## config.mk

```make
export PLATFORM = sky130hd
export DESIGN_NAME = instr_decoder
export DESIGN_NICKNAME = d
export VERILOG_FILES = /design/src/logic/isa_pkg.sv /design/src/logic/decode_pkg.sv /design/src/logic/imm_gen.sv /design/src/logic/arith_decode.sv /design/src/logic/system_decode.sv /design/src/logic/decode_control.sv /design/src/logic/instr_decoder.sv
export SDC_FILE = /design/constraint.sdc
export NUM_CORES = 1
export LEC_CHECK = 0
export BUFFER_PORTS_ARGS = -buffer_cell sky130_fd_sc_hd__buf_2
export CAP_MARGIN = 20
export CORE_MARGIN = 3
export CORE_UTILIZATION = 25
export CTS_CLUSTER_DIAMETER = 60
export DETAILED_ROUTE_END_ITERATION = 6
export GPL_TIMING_DRIVEN = 0
export HOLD_SLACK_MARGIN = 0.06
export PLACE_DENSITY = 0.54
export SLEW_MARGIN = 20
export SYNTH_ARGS = -nofsm -noshare
export SYNTH_HDL_FRONTEND = slang
export SYNTH_HIERARCHICAL = 1
export SYNTH_SLANG_ARGS = --single-unit
```

## constraint.sdc

```tcl
create_clock -name clk -period 2.1 [get_ports clk]
set_input_delay 0.42 -clock clk [delete_from_list [all_inputs] [get_ports clk]]
set_output_delay 0.42 -clock clk [all_outputs]
set_load 0.05 [all_outputs]
```

## src/logic/isa_pkg.sv

```systemverilog
`default_nettype none

package isa_pkg;

  localparam int XLEN = 32;

  typedef logic [4:0] reg_idx_t;
  typedef logic [11:0] csr_addr_t;

  // major opcodes, bits 6:0 of every word
  typedef enum logic [6:0] {
    LOAD     = 7'b000_0011,
    LOAD_FP  = 7'b000_0111,
    MISCMEM  = 7'b000_1111,
    IMMED    = 7'b001_0011,
    AUIPC    = 7'b001_0111,
    STORE    = 7'b010_0011,
    STORE_FP = 7'b010_0111,
    REGREG   = 7'b011_0011,
    LUI      = 7'b011_0111,
    VECTOR   = 7'b101_0111,
    BRANCH   = 7'b110_0011,
    JALR     = 7'b110_0111,
    JAL      = 7'b110_1111,
    SYSTEM   = 7'b111_0011
  } opcode_t;

  typedef enum logic [2:0] {
    ADDI  = 3'b000,
    SLLI  = 3'b001,
    SLTI  = 3'b010,
    SLTIU = 3'b011,
    XORI  = 3'b100,
    SRI   = 3'b101,
    ORI   = 3'b110,
    ANDI  = 3'b111
  } imm_funct3_t;

  typedef enum logic [2:0] {
    ADDSUB = 3'b000,
    SLL    = 3'b001,
    SLT    = 3'b010,
    SLTU   = 3'b011,
    XOR    = 3'b100,
    SR     = 3'b101,
    OR     = 3'b110,
    AND    = 3'b111
  } regreg_funct3_t;

  typedef enum logic [2:0] {
    BEQ  = 3'b000,
    BNE  = 3'b001,
    BLT  = 3'b100,
    BGE  = 3'b101,
    BLTU = 3'b110,
    BGEU = 3'b111
  } branch_t;

  typedef enum logic [2:0] {
    LB  = 3'b000,
    LH  = 3'b001,
    LW  = 3'b010,
    LBU = 3'b100,
    LHU = 3'b101
  } load_t;

  typedef enum logic [2:0] {
    PRIV   = 3'b000,
    CSRRW  = 3'b001,
    CSRRS  = 3'b010,
    CSRRC  = 3'b011,
    CSRRWI = 3'b101,
    CSRRSI = 3'b110,
    CSRRCI = 3'b111
  } system_funct3_t;

  typedef enum logic [2:0] {
    FENCE  = 3'b000,
    FENCEI = 3'b001
  } miscmem_funct3_t;

  // funct12 field of PRIV words
  typedef enum logic [11:0] {
    ECALL  = 12'h000,
    EBREAK = 12'h001,
    WFI    = 12'h105,
    MRET   = 12'h302
  } priv_insn_t;

  typedef struct packed {
    logic [6:0] funct7;
    reg_idx_t   rs2;
    reg_idx_t   rs1;
    logic [2:0] funct3;
    reg_idx_t   rd;
    opcode_t    opcode;
  } rtype_t;

  typedef struct packed {
    logic [11:0] imm11_00;
    reg_idx_t    rs1;
    logic [2:0]  funct3;
    reg_idx_t    rd;
    opcode_t     opcode;
  } itype_t;

  typedef struct packed {
    logic [6:0] imm11_05;
    reg_idx_t   rs2;
    reg_idx_t   rs1;
    logic [2:0] funct3;
    logic [4:0] imm04_00;
    opcode_t    opcode;
  } stype_t;

  typedef struct packed {
    logic       imm12;
    logic [5:0] imm10_05;
    reg_idx_t   rs2;
    reg_idx_t   rs1;
    logic [2:0] funct3;
    logic [3:0] imm04_01;
    logic       imm11;
    opcode_t    opcode;
  } btype_t;

  typedef struct packed {
    logic [19:0] imm31_12;
    reg_idx_t    rd;
    opcode_t     opcode;
  } utype_t;

  typedef struct packed {
    logic       imm20;
    logic [9:0] imm10_01;
    logic       imm11;
    logic [7:0] imm19_12;
    reg_idx_t   rd;
    opcode_t    opcode;
  } jtype_t;

  // one fetched word, viewed in whichever format the opcode calls for
  typedef union packed {
    rtype_t      r;
    itype_t      i;
    stype_t      s;
    btype_t      b;
    utype_t      u;
    jtype_t      j;
    logic [31:0] raw;
  } instr_u;

endpackage

`default_nettype wire

```

## src/logic/decode_pkg.sv

```systemverilog
`default_nettype none

package decode_pkg;

  typedef enum logic [3:0] {
    ADD  = 4'd0,
    SUB  = 4'd1,
    SLL  = 4'd2,
    SRL  = 4'd3,
    SRA  = 4'd4,
    AND  = 4'd5,
    OR   = 4'd6,
    XOR  = 4'd7,
    SLT  = 4'd8,
    SLTU = 4'd9
  } alu_op_t;

  // which execution unit takes the word
  typedef enum logic [1:0] {
    ARITH     = 2'd0,
    LOADSTORE = 2'd1,
    MUL       = 2'd2,
    DIV       = 2'd3
  } fu_t;

  // register file write-back mux
  typedef enum logic [2:0] {
    LOAD_SRC = 3'd0,
    JUMP_SRC = 3'd1,
    LUI_SRC  = 3'd2,
    ALU_SRC  = 3'd3,
    CSR_SRC  = 3'd4
  } wsrc_t;

  typedef enum logic [1:0] {
    SIGNED          = 2'd0,
    UNSIGNED        = 2'd1,
    SIGNED_UNSIGNED = 2'd2
  } sign_t;

  typedef struct packed {
    isa_pkg::reg_idx_t          rs1;
    isa_pkg::reg_idx_t          rs2;
    isa_pkg::reg_idx_t          rd;
    logic [isa_pkg::XLEN-1:0]   imm_i;
    logic [isa_pkg::XLEN-1:0]   imm_s;
    logic [isa_pkg::XLEN-1:0]   imm_b;
    logic [isa_pkg::XLEN-1:0]   imm_j;
    logic [isa_pkg::XLEN-1:0]   imm_u;
  } imm_t;

  typedef struct packed {
    alu_op_t alu_op;
    logic    imm_shamt_sel;
    logic    mul_high;
    sign_t   muldiv_sign;
    logic    div_quotient;
  } arith_ctrl_t;

  typedef struct packed {
    logic                     csr_swap;
    logic                     csr_set;
    logic                     csr_clr;
    logic                     csr_imm;
    logic                     csr_rw_valid;
    isa_pkg::csr_addr_t       csr_addr;
    logic [isa_pkg::XLEN-1:0] csr_zimm;
    logic                     ret;
    logic                     breakpoint;
    logic                     ecall;
    logic                     wfi;
  } sys_ctrl_t;

  typedef struct packed {
    logic             wen;
    wsrc_t            w_src;
    logic [1:0]       source_a_sel;
    logic [1:0]       source_b_sel;
    fu_t              fu;
    logic             dren;
    logic             dwen;
    isa_pkg::load_t   load_type;
    logic             branch;
    isa_pkg::branch_t branch_type;
    logic             jump;
    logic             j_sel;
    logic             lui;
    logic             ifence;
    logic             illegal;
  } flow_ctrl_t;

  // full result presented by the decoder
  typedef struct packed {
    flow_ctrl_t  flow;
    imm_t        imm;
    arith_ctrl_t arith;
    sys_ctrl_t   sys;
  } decoded_t;

endpackage

`default_nettype wire

```

## src/logic/imm_gen.sv

```systemverilog
`timescale 1ns/10ps
`default_nettype none

module imm_gen (
  input  wire isa_pkg::instr_u instr_i,
  output decode_pkg::imm_t     imm_o
);

  localparam int W = isa_pkg::XLEN;

  isa_pkg::itype_t i_f;
  isa_pkg::stype_t s_f;
  isa_pkg::btype_t b_f;
  isa_pkg::jtype_t j_f;
  isa_pkg::utype_t u_f;

  assign i_f = instr_i.i;
  assign s_f = instr_i.s;
  assign b_f = instr_i.b;
  assign j_f = instr_i.j;
  assign u_f = instr_i.u;

  // index fields sit at the same bits in every format
  assign imm_o.rs1 = instr_i.r.rs1;
  assign imm_o.rs2 = instr_i.r.rs2;
  assign imm_o.rd  = instr_i.r.rd;

  assign imm_o.imm_i = {{(W-12){i_f.imm11_00[11]}}, i_f.imm11_00};
  assign imm_o.imm_s = {{(W-12){s_f.imm11_05[6]}}, s_f.imm11_05, s_f.imm04_00};

  // branch and jump offsets are halfword aligned
  assign imm_o.imm_b = {{(W-13){b_f.imm12}}, b_f.imm12, b_f.imm11,
                        b_f.imm10_05, b_f.imm04_01, 1'b0};
  assign imm_o.imm_j = {{(W-21){j_f.imm20}}, j_f.imm20, j_f.imm19_12,
                        j_f.imm11, j_f.imm10_01, 1'b0};

  assign imm_o.imm_u = {u_f.imm31_12, 12'b0};

endmodule

`default_nettype wire

```

## src/logic/arith_decode.sv

```systemverilog
`timescale 1ns/10ps
`default_nettype none

module arith_decode (
  input  wire isa_pkg::instr_u  instr_i,
  output decode_pkg::arith_ctrl_t arith_o
);

  isa_pkg::opcode_t        opcode;
  isa_pkg::imm_funct3_t    f3_imm;
  isa_pkg::regreg_funct3_t f3_reg;
  logic                    is_imm;
  logic                    is_reg;
  logic                    shift_r;
  logic                    add_sub;
  logic                    op_sll, op_sra, op_srl, op_add, op_sub;
  logic                    op_and, op_or, op_xor, op_slt, op_sltu;
  logic                    div_word;
  decode_pkg::alu_op_t     alu_op;
  decode_pkg::sign_t       sign;

  assign opcode = instr_i.r.opcode;
  assign f3_imm = isa_pkg::imm_funct3_t'(instr_i.i.funct3);
  assign f3_reg = isa_pkg::regreg_funct3_t'(instr_i.r.funct3);
  assign is_imm = (opcode == isa_pkg::IMMED);
  assign is_reg = (opcode == isa_pkg::REGREG);

  // bit 30 picks arithmetic shift and subtract
  assign shift_r = (is_imm && f3_imm == isa_pkg::SRI) || (is_reg && f3_reg == isa_pkg::SR);
  assign add_sub = is_reg && f3_reg == isa_pkg::ADDSUB;

  assign op_sll  = (is_imm && f3_imm == isa_pkg::SLLI) || (is_reg && f3_reg == isa_pkg::SLL);
  assign op_sra  = shift_r && instr_i.raw[30];
  assign op_srl  = shift_r && !instr_i.raw[30];
  assign op_add  = (is_imm && f3_imm == isa_pkg::ADDI) || (add_sub && !instr_i.raw[30]) ||
                   (opcode == isa_pkg::AUIPC) || (opcode == isa_pkg::LOAD) ||
                   (opcode == isa_pkg::STORE);
  assign op_sub  = add_sub && instr_i.raw[30];
  assign op_and  = (is_imm && f3_imm == isa_pkg::ANDI) || (is_reg && f3_reg == isa_pkg::AND);
  assign op_or   = (is_imm && f3_imm == isa_pkg::ORI) || (is_reg && f3_reg == isa_pkg::OR);
  assign op_xor  = (is_imm && f3_imm == isa_pkg::XORI) || (is_reg && f3_reg == isa_pkg::XOR);
  assign op_slt  = (is_imm && f3_imm == isa_pkg::SLTI) || (is_reg && f3_reg == isa_pkg::SLT);
  assign op_sltu = (is_imm && f3_imm == isa_pkg::SLTIU) || (is_reg && f3_reg == isa_pkg::SLTU);

  always_comb begin
    if (op_sll)       alu_op = decode_pkg::SLL;
    else if (op_sra)  alu_op = decode_pkg::SRA;
    else if (op_srl)  alu_op = decode_pkg::SRL;
    else if (op_add)  alu_op = decode_pkg::ADD;
    else if (op_sub)  alu_op = decode_pkg::SUB;
    else if (op_and)  alu_op = decode_pkg::AND;
    else if (op_or)   alu_op = decode_pkg::OR;
    else if (op_xor)  alu_op = decode_pkg::XOR;
    else if (op_slt)  alu_op = decode_pkg::SLT;
    else if (op_sltu) alu_op = decode_pkg::SLTU;
    else              alu_op = decode_pkg::ADD;
  end

  // mulhu, divu, remu are unsigned; mulhsu mixes
  always_comb begin
    case (instr_i.r.funct3)
      3'b011, 3'b101, 3'b111: sign = decode_pkg::UNSIGNED;
      3'b010:                 sign = decode_pkg::SIGNED_UNSIGNED;
      default:                sign = decode_pkg::SIGNED;
    endcase
  end

  assign div_word = is_reg && (instr_i.r.funct7 == 7'b000_0001) && instr_i.r.funct3[2];

  assign arith_o.alu_op        = alu_op;
  assign arith_o.imm_shamt_sel = is_imm && (f3_imm == isa_pkg::SLLI || f3_imm == isa_pkg::SRI);
  assign arith_o.mul_high      = |instr_i.r.funct3[1:0];
  assign arith_o.muldiv_sign   = sign;
  assign arith_o.div_quotient  = div_word && !instr_i.r.funct3[1];

endmodule

`default_nettype wire

```

## src/logic/system_decode.sv

```systemverilog
`timescale 1ns/10ps
`default_nettype none

module system_decode (
  input  wire isa_pkg::instr_u  instr_i,
  output decode_pkg::sys_ctrl_t sys_o
);

  logic                       is_sys;
  isa_pkg::system_funct3_t    f3;
  isa_pkg::priv_insn_t        funct12;
  logic                       swap, set, clr, use_imm;
  logic                       ret, brk, ecall, wfi;

  assign is_sys  = (instr_i.i.opcode == isa_pkg::SYSTEM);
  assign f3      = isa_pkg::system_funct3_t'(instr_i.i.funct3);
  assign funct12 = isa_pkg::priv_insn_t'(instr_i.i.imm11_00);

  // immediate forms share the flag of their register form
  always_comb begin
    swap    = 1'b0;
    set     = 1'b0;
    clr     = 1'b0;
    use_imm = 1'b0;
    if (is_sys) begin
      case (f3)
        isa_pkg::CSRRW:  swap = 1'b1;
        isa_pkg::CSRRS:  set  = 1'b1;
        isa_pkg::CSRRC:  clr  = 1'b1;
        isa_pkg::CSRRWI: begin
          swap    = 1'b1;
          use_imm = 1'b1;
        end
        isa_pkg::CSRRSI: begin
          set     = 1'b1;
          use_imm = 1'b1;
        end
        isa_pkg::CSRRCI: begin
          clr     = 1'b1;
          use_imm = 1'b1;
        end
        default: ;
      endcase
    end
  end

  // privileged words carry their identity in funct12
  always_comb begin
    ret   = 1'b0;
    brk   = 1'b0;
    ecall = 1'b0;
    wfi   = 1'b0;
    if (is_sys && f3 == isa_pkg::PRIV) begin
      ret   = (funct12 == isa_pkg::MRET);
      brk   = (funct12 == isa_pkg::EBREAK);
      ecall = (funct12 == isa_pkg::ECALL);
      wfi   = (funct12 == isa_pkg::WFI);
    end
  end

  assign sys_o.csr_swap     = swap;
  assign sys_o.csr_set      = set;
  assign sys_o.csr_clr      = clr;
  assign sys_o.csr_imm      = use_imm;
  assign sys_o.csr_rw_valid = swap | set | clr;
  assign sys_o.csr_addr     = isa_pkg::csr_addr_t'(instr_i.i.imm11_00);
  // uimm5 rides in the rs1 field
  assign sys_o.csr_zimm     = is_sys ? {{(isa_pkg::XLEN-5){1'b0}}, instr_i.i.rs1} : '0;
  assign sys_o.ret          = ret;
  assign sys_o.breakpoint   = brk;
  assign sys_o.ecall        = ecall;
  assign sys_o.wfi          = wfi;

endmodule

`default_nettype wire

```

## src/logic/decode_control.sv

```systemverilog
`timescale 1ns/10ps
`default_nettype none

module decode_control #(
  parameter bit MULDIV_EN = 1'b1
) (
  input  wire isa_pkg::instr_u     instr_i,
  input  wire logic                csr_rw_valid_i,
  output decode_pkg::flow_ctrl_t   flow_o
);

  isa_pkg::opcode_t  opcode;
  logic [2:0]        funct3;
  logic              m_encoding;
  logic              m_accepted;
  logic              wen;
  decode_pkg::wsrc_t w_src;
  logic [1:0]        a_sel;
  logic [1:0]        b_sel;
  decode_pkg::fu_t   fu;
  logic              illegal;

  assign opcode = instr_i.r.opcode;
  assign funct3 = instr_i.r.funct3;

  // funct7 of 1 marks the M extension
  assign m_encoding = (opcode == isa_pkg::REGREG) && (instr_i.r.funct7 == 7'b000_0001);
  assign m_accepted = MULDIV_EN && m_encoding;

  always_comb begin
    case (opcode)
      isa_pkg::LOAD:                                 w_src = decode_pkg::LOAD_SRC;
      isa_pkg::JAL, isa_pkg::JALR:                   w_src = decode_pkg::JUMP_SRC;
      isa_pkg::LUI:                                  w_src = decode_pkg::LUI_SRC;
      isa_pkg::IMMED, isa_pkg::AUIPC, isa_pkg::REGREG: w_src = decode_pkg::ALU_SRC;
      isa_pkg::SYSTEM:                               w_src = decode_pkg::CSR_SRC;
      default:                                       w_src = decode_pkg::LOAD_SRC;
    endcase
  end

  always_comb begin
    case (opcode)
      isa_pkg::IMMED, isa_pkg::LUI, isa_pkg::AUIPC, isa_pkg::REGREG,
      isa_pkg::JAL, isa_pkg::JALR, isa_pkg::LOAD: wen = 1'b1;
      // only real CSR accesses write rd
      isa_pkg::SYSTEM: wen = csr_rw_valid_i;
      default:         wen = 1'b0;
    endcase
  end

  always_comb begin
    case (opcode)
      isa_pkg::REGREG, isa_pkg::IMMED, isa_pkg::LOAD,
      isa_pkg::BRANCH, isa_pkg::JALR, isa_pkg::SYSTEM: a_sel = 2'd0;
      isa_pkg::STORE:                                  a_sel = 2'd1;
      default:                                         a_sel = 2'd2;
    endcase
  end

  always_comb begin
    case (opcode)
      isa_pkg::STORE:                b_sel = 2'd0;
      isa_pkg::REGREG:               b_sel = 2'd1;
      isa_pkg::IMMED, isa_pkg::LOAD: b_sel = 2'd2;
      isa_pkg::AUIPC:                b_sel = 2'd3;
      default:                       b_sel = 2'd1;
    endcase
  end

  // bit 2 of funct3 splits mul from div/rem
  always_comb begin
    if (m_accepted) begin
      fu = funct3[2] ? decode_pkg::DIV : decode_pkg::MUL;
    end else if (opcode == isa_pkg::LOAD || opcode == isa_pkg::STORE) begin
      fu = decode_pkg::LOADSTORE;
    end else begin
      fu = decode_pkg::ARITH;
    end
  end

  always_comb begin
    case (opcode)
      isa_pkg::REGREG: illegal = instr_i.r.funct7[0] && !m_accepted;
      isa_pkg::LUI, isa_pkg::AUIPC, isa_pkg::JAL, isa_pkg::JALR,
      isa_pkg::BRANCH, isa_pkg::LOAD, isa_pkg::STORE, isa_pkg::IMMED,
      isa_pkg::SYSTEM, isa_pkg::MISCMEM, isa_pkg::opcode_t'(7'b0): illegal = 1'b0;
      // fp and vector opcodes land here too
      default: illegal = 1'b1;
    endcase
  end

  assign flow_o.wen          = wen;
  assign flow_o.w_src        = w_src;
  assign flow_o.source_a_sel = a_sel;
  assign flow_o.source_b_sel = b_sel;
  assign flow_o.fu           = fu;
  assign flow_o.dren         = (opcode == isa_pkg::LOAD);
  assign flow_o.dwen         = (opcode == isa_pkg::STORE);
  assign flow_o.load_type    = isa_pkg::load_t'(instr_i.i.funct3);
  assign flow_o.branch       = (opcode == isa_pkg::BRANCH);
  assign flow_o.branch_type  = isa_pkg::branch_t'(instr_i.b.funct3);
  assign flow_o.jump         = (opcode == isa_pkg::JAL) || (opcode == isa_pkg::JALR);
  assign flow_o.j_sel        = (opcode == isa_pkg::JAL);
  assign flow_o.lui          = (opcode == isa_pkg::LUI);
  assign flow_o.ifence       = (opcode == isa_pkg::MISCMEM) &&
                               (isa_pkg::miscmem_funct3_t'(funct3) == isa_pkg::FENCEI);
  assign flow_o.illegal      = illegal;

endmodule

`default_nettype wire

```

## src/logic/instr_decoder.sv

```systemverilog
`timescale 1ns/10ps
`default_nettype none

module instr_decoder #(
  parameter bit MULDIV_EN = 1'b1
) (
  input  wire logic             clk,
  input  wire logic             reset_i,
  input  wire logic             instr_valid_i,
  input  wire isa_pkg::instr_u  instr_i,
  output logic                  decoded_valid_o,
  output decode_pkg::decoded_t  decoded_o
);

  decode_pkg::flow_ctrl_t  flow;
  decode_pkg::imm_t        imm;
  decode_pkg::arith_ctrl_t arith;
  decode_pkg::sys_ctrl_t   sys;
  decode_pkg::decoded_t    decoded_next;

  imm_gen u_imm_gen (
    .instr_i (instr_i),
    .imm_o   (imm)
  );

  arith_decode u_arith_decode (
    .instr_i (instr_i),
    .arith_o (arith)
  );

  system_decode u_system_decode (
    .instr_i (instr_i),
    .sys_o   (sys)
  );

  // SYSTEM write enable follows the csr access flag
  decode_control #(
    .MULDIV_EN (MULDIV_EN)
  ) u_decode_control (
    .instr_i        (instr_i),
    .csr_rw_valid_i (sys.csr_rw_valid),
    .flow_o         (flow)
  );

  assign decoded_next = '{flow: flow, imm: imm, arith: arith, sys: sys};

  // one stage; payload only loads on a valid word
  always_ff @(posedge clk) begin
    if (reset_i) begin
      decoded_valid_o <= 1'b0;
      decoded_o       <= '0;
    end else begin
      decoded_valid_o <= instr_valid_i;
      if (instr_valid_i) begin
        decoded_o <= decoded_next;
      end
    end
  end

endmodule

`default_nettype wire

```

==> results.py, run 1 <==
metrics = {
    "status": {
        "outcome": "complete, no violations",
    },
    "clock_network": {
        "numCtsBuffers": 37,
        "post-cts-setup-buffers": 0,
        "holdBufCountCts": 0,
        "clock-sinks": 262,
        "cts_tree": "built",
        "cts.repair.resized": 0,
        "clockRootBuffer": "clkbuf_16",
        "clock_latency_ns": 0.54,
        "htree_num_levels": 2,
        "clkTransAtPathRegs_ns": 0.06,
        "clockBufferDepth": 3,
    },
    "route": {
        "final_antenna_net_count": 0,
        "via_per_inst": 3.988,
        "drt_pre_antenna_iters": 4,
        "drtIter0Drc": 358,
        "via_count": 8705,
        "drc": 0,
        "wire_per_inst_um": 16.34,
        "finalWirelength_um": 35670,
    },
    "worst_setup_path": {
        "crit_chain": "buf_2 -> nand4bb_1 -> or2_4 -> nor2_1 -> nand2_1 -> a21oi_1 -> a21o_1 -> buf_4 -> mux2i_1 -> nor2_1",
        "cp-start-kind": "input port",
        "slowest_stage": "or2_4",
        "cp_data_required_time_ns": 2.57,
        "path_class": "input port to register",
        "cpPeakStageDelay_ns": 0.33,
        "critPathMostFrequentCell": "nor2_1",
        "path_max_fanout": 10,
        "worstPathArrival_ns": 2.16,
        "cp-end-kind": "register",
        "worst_r2r_path_depth": 2,
    },
    "synth": {
        "syn_avg_cell_area_sq_um": 9.846,
        "yosys.cell_types.count": 40,
        "ys_warn_count": 6,
        "netlist_area_sq_um": 11700,
        "ys_ff_latch": 262,
        "synth_edf_count": 0,
        "yosysSeqAreaShare_pct": 44.84,
        "ys.flop_type": "dfxtp_1",
        "syn_inst": 1188,
        "async_flop_share_pct": 0,
    },
    "sta": {
        "fin_ws_ns": 0.4097,
        "tightest_slew_ns": 0.6050,
        "fin_crit_sh_pct": 80.49,
        "tns_ns": 0,
        "rsz0062_at_grt": "no",
        "fmax_mhz": 591.6,
        "maxSlewHeadroom_pct": 59.67,
        "setup_viol_count_final": 0,
        "finalCriticalPeriod_ns": 1.690,
        "hold_viol_final": 0,
        "slew_viol_final": 0,
        "clock_skew_ns": 0,
    },
    "global_routing": {
        "grt_overflow": 0,
        "grt_pass1_vias": 8819,
        "grt_use_total_pct": 13.98,
        "grt_max_degree": 56,
        "antenna_found_initial": 2,
        "grt_pass1_wl_um": 53350,
    },
    "placed_design": {
        "gp_congestion": 0.7479,
        "portBuffers": 289,
        "pre_cts_ws_ns": -0.1971,
        "dp.final_hpwl_um": 26180,
        "dp.cells": 2117,
    },
    "cells_and_area": {
        "diodes": 0,
        "nets": 1591,
        "layout_common_cells": "300 x buf_2, 280 x nor2_1, 262 x mux2i_1, 262 x dfxtp_1, 242 x buf_4",
        "layout_commonest_cell": "buf_2",
        "stdcell_count": 2183,
        "fillers": 4752,
        "syn_to_final_growth_pct": 31.23,
        "drive_gt1_share_pct": 40.05,
    },
    "hold_path": {
        "hold_path.class": "input port to register",
        "hold_depth": 3,
    },
    "power": {
        "p_leak_nw": 7.983,
        "ir_drop_uv": 522.4,
        "powerDensity_nw_per_um2": 929.1,
    },
    "floorplan": {
        "dieHeight_um": 222.3,
        "core_sq_um": 45770,
        "dieArea_sq_um": 49420,
        "io_pins": 297,
        "die_w_um": 222.3,
        "row_count": 78,
        "initial_core_util_pct": 25.56,
    },
    "run": {
        "max_cap_viol_count": 0,
    },
}
==> state kept, by name (all words and copies together) (netlist names) <==
signal           count
decoded_valid_o      1
decoded_o          261
==> layer usage <==
metal	GRT usage, %	wire length [um]	share of wire [%]	vias up
met2	23.26	16430	46	251
met1	16.47	15210	43	3999
met4	4.087	918	2.6	2
li1	-	-	-	4382
met3	5.866	3103	8.7	71
met5	0	7	0.020	-
==> through the flow <==
step	power (mW)	cell area, sq um	hold slack [ns]	utilization, %
after CTS	14.54	15350	0.07812	33.54
after global routing	14.86	15350	0.09498	33.54
after detailed placement	7.966	14070	0.4732	30.74
final	14.26	15350	0.1176	33.54
after floorplan	7.312	11840	0.6487	-
after global placement	7.933	14040	0.4661	30.68
==> cells in the mapped netlist, types with 2 or more instances <==
master       n  share of area (%)
a21o_1       2               0.13
a21oi_1      4               0.17
and2_1       7               0.37
and3_1       3               0.16
buf_2       12               0.51
buf_4      241                 15
buf_6       22                2.1
clkbuf_1    18               0.58
conb_1       2              0.064
dfxtp_1    262                 45
inv_1        5               0.16
mux2i_1    262                 22
nand2_1     11               0.35
nand3_1      7               0.30
nand4_1      2               0.11
nor2_1     280                9.0
nor2b_1      5               0.27
nor3_1      10               0.43
nor3b_1      5               0.32
nor4_1       4               0.21
nor4b_1      2               0.15
o2111ai_1    2               0.15
o21a_1       2               0.13
o21ai_0      2              0.086
==> final timing paths <==
kind	from	endpoint	slack [ns]
max	instr_i[3]	decoded_o[260]$_SDFFE_PP0P_	0.41
min	instr_i[10]	decoded_o[161]$_SDFFE_PP0P_	0.12
min reg2reg	decoded_o[7]$_SDFFE_PP0P_	decoded_o[7]$_SDFFE_PP0P_	0.48
max reg2reg	decoded_o[50]$_SDFFE_PP0P_	decoded_o[50]$_SDFFE_PP0P_	1.46
==> where the power goes <==
part           internal (mW)  switching, mW  total (mW)
sequential              5.24          0.126        5.36
combinational          0.801           1.67        2.47
clock                   4.05           2.39        6.43
total                   10.1           4.18        14.3
==> final cells by class <==
cell class,count,area [sq um],share of cell area [%]
sequential,262,5245,34.17
multi-input combinational,667,4395,28.63
buffer,293,2185,14.23
timing repair buffer,290,1476,9.618
clock buffer,52,1095,7.132
tap,600,750.7,4.890
clock inverter,14,185.2,1.206
inverter,5,18.77,0.1223
==> logic make-up (layout without fill, tap and decap cells) <==
family / after synthesis / count (layout) / synth area share, %
other cells: 2 / 41 / 0.06420
flops: 262 / 262 / 44.84
simple gates: 349 / 349 / 13.00
mux: 262 / 262 / 22.42
compound gates: 15 / 15 / 0.8450
buf+inv: 298 / 654 / 18.84
==> worst max-delay path: cells and delay by family <==
kind	cells	cell delay, ns
AND/OR/NAND/NOR	5	1.11
buffers and inverters	2	0.27
AO/OA/AOI/OAI	2	0.29
multiplexers	1	0.05
(Power assumes the default switching activity.)
==> run 2: changes to the inputs <==
--- a/config.mk
+++ b/config.mk
@@ -13,7 +13,7 @@
 export DETAILED_ROUTE_END_ITERATION = 6
 export GPL_TIMING_DRIVEN = 0
 export HOLD_SLACK_MARGIN = 0.06
-export PLACE_DENSITY = 0.54
+export PLACE_DENSITY = 0.55
 export SLEW_MARGIN = 20
 export SYNTH_ARGS = -nofsm -noshare
 export SYNTH_HDL_FRONTEND = slang
==> constraint.sdc (replaced) <==
create_clock -name clk -period 1.4 [get_ports clk]
set_input_delay 0.28 -clock clk [delete_from_list [all_inputs] [get_ports clk]]
set_output_delay 0.28 -clock clk [all_outputs]
set_load 0.05 [all_outputs]
==> run 2 against run 1 <==
- via count is 1.4% higher
- clock skew stayed put
- core utilization is 2.4 points higher
- design area is 7.2% higher
- sequential share of layout area is 2.2 points lower
- register-to-register slack worse by 0.73 ns
- largest power group unchanged
==> results.py, run 2 (synthesized netlist as in run 1, its figures left out) <==
metrics = {
    "cells_and_area": {
        "nets": 1595,
        "fillers": 4671,
        "stdcell_count": 2183,
        "syn_to_final_growth_pct": 40.62,
        "largestRegisters": "decoded_o (261), decoded_valid_o (1)",
        "top_register": "decoded_o",
        "layout_commonest_cell": "buf_4",
        "regArea_sq_um": 5263,
        "largest_reg_flops": 261,
        "final_cell_area_sq_um": 16450,
        "fin_util_pct": 35.94,
        "layout_common_cells": "384 x buf_4, 279 x nor2_1, 262 x mux2i_1",
        "drive_gt1_share_pct": 40.83,
        "multi_input_area_sq_um": 4431,
    },
    "floorplan": {
        "die_w_um": 222.3,
        "initial_core_util_pct": 25.56,
        "dieHeight_um": 222.3,
        "dieArea_sq_um": 49420,
        "core_sq_um": 45770,
        "io_pins": 297,
        "row_count": 78,
    },
    "route": {
        "wl_met3_um": 2931,
        "wl_met1_um": 15730,
        "via_per_inst": 4.045,
        "met2_wirelength_um": 17570,
        "drc": 0,
        "final_antenna_net_count": 0,
        "drtIter0Drc": 443,
        "finalWirelength_um": 37050,
        "via_count": 8830,
        "top_layer": "met5",
        "drt_pre_antenna_iters": 6,
        "wire_per_inst_um": 16.97,
    },
    "worst_setup_path": {
        "path_max_fanout": 2,
        "crit_family": "flip-flops",
        "path_class": "register to output pin",
        "crit_chain": "buf_4",
        "cpPeakStageDelay_ns": 0.35,
        "slowest_stage": "dfxtp_1",
        "cp-end-kind": "output pin",
        "cp-start-kind": "register",
        "cp_data_required_time_ns": 1.12,
        "worstPathArrival_ns": 1.09,
        "critPathBufInv": 1,
    },
    "hold_path": {
        "hold_path.class": "input port to register",
    },
    "sta": {
        "fmax_mhz": 731.2,
        "fin_crit_sh_pct": 97.68,
        "tightest_slew_ns": 0.6158,
        "setup_viol_count_final": 0,
        "timing.hold.ws_ns": 0.1562,
        "tns_ns": 0,
        "rsz0062_at_grt": "yes",
        "slew_viol_final": 0,
        "hold_viol_final": 0,
        "finalCriticalPeriod_ns": 1.368,
        "clock_skew_ns": 0,
        "fin_ws_ns": 0.03245,
        "maxSlewHeadroom_pct": 58.94,
    },
    "power": {
        "powerDensity_nw_per_um2": 1279,
        "p_leak_nw": 8.098,
        "total_power_mw": 21.04,
        "ir_drop_uv": 879.0,
    },
    "status": {
        "outcome": "complete, no violations",
    },
    "global_routing": {
        "grt_overflow": 0,
        "grt_max_degree": 56,
        "grt_pass1_vias": 8827,
        "grt_pass1_wl_um": 55060,
        "antenna_found_initial": 2,
        "grt_use_total_pct": 14.44,
    },
    "clock_network": {
        "numCtsBuffers": 35,
        "clock_latency_ns": 0.53,
        "htree_num_levels": 2,
        "clock-sinks": 262,
        "cts_tree": "built",
        "post-cts-setup-buffers": 0,
        "clockRootBuffer": "clkbuf_16",
        "clkTransAtPathRegs_ns": 0.06,
        "clockBufferDepth": 3,
    },
    "placed_design": {
        "dp.final_hpwl_um": 26130,
        "gp_congestion": 0.7636,
        "portBuffers": 289,
        "dp.cells": 2117,
        "dpl_cell_area_sq_um": 14080,
        "pre_cts_ws_ns": -0.6609,
    },
    "run": {
        "max_cap_viol_count": 0,
    },
}
## run 2: changes by cell type in the layout (fill, tap and decap cells not counted), sizes merged
cell         change
bufinv           -1
clkbuf           -2
clkinvlp         +1
diode            +1
dlygate4sd3      +5
inv              -4
## run 2: what timing repair did
item / in CTS / in global routing
hold buffers: 5 / 0
endpoints found under the hold margin: 15 / 0
setup endpoints to repair: 268 / 89
pin swaps: 0 / 2
resized for setup: 310 / 90
cloned: 0 / 1
## run 2: worst reg2reg max path: cells and delay by family, from the launching register on
kind             cells  cell delay (ns)
muxes                1             0.16
DFF                  1             0.33
and+or+nand+nor      1             0.06
## run 2: final timing paths
path,startpoint,end,slack [ns],depth (start not counted)
worst min-delay path,instr_i[17],decoded_o[234]$_SDFFE_PP0P_,0.16,4
worst min register to register,decoded_o[125]$_SDFFE_PP0P_,decoded_o[125]$_SDFFE_PP0P_,0.49,2
worst max register to register,decoded_o[110]$_SDFFE_PP0P_,decoded_o[110]$_SDFFE_PP0P_,0.73,2
worst max-delay path,decoded_o[259]$_SDFFE_PP0P_,decoded_o[259],0.03,1
## run 2: routing by layer
layer,vias up,track usage [%]
li1,4386,-
met3,52,4.954
met1,4145,17.55
met4,2,4.458
met2,245,24.09
met5,-,0
## run 2: power by group
group,switching [mW],internal [mW],total [mW]
combinational,2.53,1.55,4.07
sequential,0.245,7.86,8.10
clock,3.41,5.46,8.87
total,6.18,14.9,21.0
## run 2: final cells by class
class / instances / share of cell area, %
Buffer: 293 / 13.29
Clock buffer: 49 / 6.207
Tap cell: 600 / 4.564
Clock inverter: 10 / 0.7302
Sequential cell: 262 / 31.99
Timing Repair Buffer: 296 / 16.16
Antenna cell: 1 / 0.01521
Inverter: 5 / 0.1141
Multi-Input combinational cell: 667 / 26.93
==> run 3: changes to the inputs <==
--- a/config.mk
+++ b/config.mk
@@ -13,7 +13,7 @@
 export DETAILED_ROUTE_END_ITERATION = 6
 export GPL_TIMING_DRIVEN = 0
 export HOLD_SLACK_MARGIN = 0.06
-export PLACE_DENSITY = 0.55
+export PLACE_DENSITY = 0.54
 export SLEW_MARGIN = 20
 export SYNTH_ARGS = -nofsm -noshare
 export SYNTH_HDL_FRONTEND = slang
==> constraint.sdc (replaced) <==
create_clock -name clk -period 1.3 [get_ports clk]
set_input_delay 0.26 -clock clk [delete_from_list [all_inputs] [get_ports clk]]
set_output_delay 0.26 -clock clk [all_outputs]
set_load 0.05 [all_outputs]
==> run 3 against run 2 <==
- first-iteration DRC count decreased by 19%
- clock skew stayed put
- global-route usage up 0.37 points
- total power up 13%
- cell count rose by 1.7%
- highest routed layer unchanged
==> results.py, run 3 (synthesized netlist as in run 1, its figures left out) <==
metrics = {
    "sta": {
        "rsz0062_at_grt": "yes",
        "setup_viol_count_final": 0,
        "fmax_mhz": 773.5,
        "fin_crit_sh_pct": 99.45,
        "finalCriticalPeriod_ns": 1.293,
        "timing.hold.ws_ns": 0.1259,
        "clock_skew_ns": 0,
        "tns_ns": 0,
        "maxSlewHeadroom_pct": 57.48,
        "hold_viol_final": 0,
        "slew_viol_final": 0,
        "tightest_slew_ns": 0.6377,
    },
    "worst_setup_path": {
        "critPathBufInv": 1,
        "slowest_stage": "dfxtp_2",
        "cp-start-kind": "register",
        "crit_chain": "buf_8",
        "path_class": "register to output pin",
        "cpPeakStageDelay_ns": 0.35,
        "cp_data_required_time_ns": 1.04,
        "crit_family": "flip-flops",
        "path_max_fanout": 2,
        "worst_r2r_path_depth": 4,
        "cp_num_cells": 1,
        "worstPathArrival_ns": 1.03,
        "cp-end-kind": "output pin",
    },
    "global_routing": {
        "antenna_found_initial": 4,
        "grt_use_total_pct": 14.81,
        "grt_pass1_vias": 8976,
        "grt_overflow": 0,
        "grt_pass1_wl_um": 56370,
        "grt_max_degree": 55,
    },
    "clock_network": {
        "clockRootBuffer": "clkbuf_16",
        "clockBufferDepth": 3,
        "numCtsBuffers": 36,
        "clock_latency_ns": 0.52,
        "clock-sinks": 262,
        "cts_tree": "built",
        "htree_num_levels": 2,
        "clkTransAtPathRegs_ns": 0.06,
    },
    "cells_and_area": {
        "fin_util_pct": 40.68,
        "syn_to_final_growth_pct": 59.19,
        "layout_common_cells": "278 x buf_4, 278 x nor2_1, 262 x mux2i_1, 262 x dfxtp_2, 249 x buf_8",
        "drive_gt1_share_pct": 57.72,
        "largestRegisters": "decoded_o (261), decoded_valid_o (1)",
        "largest_reg_flops": 261,
        "stdcell_count": 2221,
        "top_register": "decoded_o",
        "nets": 1632,
    },
    "placed_design": {
        "dp.cells": 2117,
        "portBuffers": 289,
        "gp_congestion": 0.7410,
        "dp.final_hpwl_um": 26160,
    },
    "run": {
        "max_cap_viol_count": 0,
    },
    "floorplan": {
        "dieHeight_um": 222.3,
        "dieArea_sq_um": 49420,
        "initial_core_util_pct": 25.56,
        "die_w_um": 222.3,
        "io_pins": 297,
        "row_count": 78,
        "core_sq_um": 45770,
    },
    "route": {
        "wire_per_inst_um": 17.26,
        "via_per_inst": 4.054,
        "finalWirelength_um": 38340,
        "final_antenna_net_count": 0,
        "drtIter0Drc": 358,
        "drt_pre_antenna_iters": 4,
        "via_count": 9003,
        "drc": 0,
    },
    "status": {
        "outcome": "complete, no violations",
    },
    "hold_path": {
        "hold_depth": 4,
        "hold_path.class": "input port to register",
    },
    "power": {
        "power.share.clock_pct": 41.3,
        "p_leak_nw": 8.820,
        "p_comb_share_pct": 21.0,
        "powerDensity_nw_per_um2": 1273,
        "p_int_mw": 16.85,
        "ir_drop_uv": 866.5,
        "total_power_mw": 23.70,
        "p_sw_share_pct": 28.90,
        "p_seq_share_pct": 37.7,
        "p_sw_mw": 6.848,
    },
}
-- run 3: cell count changes in the layout (fill, tap and decap cells not counted), moves of 3 or more --
| cell | before | now |
|---|---|---|
| dfxtp_2 | 14 | 262 |
| buf_8 | 0 | 249 |
| buf_6 | 142 | 33 |
| buf_12 | 0 | 4 |
| buf_2 | 38 | 35 |
| dfxtp_1 | 248 | 0 |
| buf_4 | 384 | 278 |
-- run 3: power by group through the flow --
stage	clock, mW	sequential, mW	combinational (mW)
2_1_floorplan	0	10.3	1.53
3_3_place_gp	0	8.82	4.01
3_5_place_dp	0	8.84	4.04
4_1_cts	10.2	8.91	4.85
5_1_grt	10.5	8.97	5.24
6_report	9.80	8.93	4.97
-- run 3: path summary, 6_finish.rpt --
kind                                       to                        start  slack, ns
setup / recovery               decoded_o[189]  decoded_o[189]$_SDFFE_PP0P_      0.007
setup reg to reg   decoded_o[38]$_SDFFE_PP0P_   decoded_o[38]$_SDFFE_PP0P_       0.40
hold reg to reg   decoded_o[190]$_SDFFE_PP0P_  decoded_o[190]$_SDFFE_PP0P_       0.50
hold / removal     decoded_o[80]$_SDFFE_PP0P_                  instr_i[18]       0.13
-- run 3: final cells by class --
class | count | area [sq um]
Timing Repair Buffer | 333 | 4471
Clock buffer | 51 | 1028
Buffer | 292 | 2180
Fill cell | 4321 | 27150
Clock inverter | 10 | 143.9
Multi-Input combinational cell | 667 | 4454
Antenna cell | 1 | 2.502
Tap cell | 600 | 750.7
Inverter | 5 | 18.77
Sequential cell | 262 | 5573
-- run 3: timing repair --
action | 4_1_cts | 5_1_grt
gates resized for setup | 1005 | 59
hold buffers | 5 | 0
hold endpoints to repair | 15 | 0
setup endpoints to repair | 275 | 268
buffers inserted | 14 | 22
cloned | 0 | 2
pin swaps | 0 | 8
-- run 3: metrics by stage --
stage,setup WS [ns],instance area [sq um]
3_3_place_gp,-1.106,14050
4_1_cts,-0.04945,18210
6_report,0.007095,18620
2_1_floorplan,-0.2111,11850
5_1_grt,-0.05437,18620
3_5_place_dp,-0.7225,14080
-- run 3: metal layers --
layer | routed length [um] | up-vias | track usage (%)
li1 | - | 4463 | -
met1 | 16000 | 4249 | 17.67
met2 | 18680 | 238 | 25.12
met3 | 2934 | 49 | 5.707
met4 | 697 | 4 | 3.550
met5 | 32 | - | 0
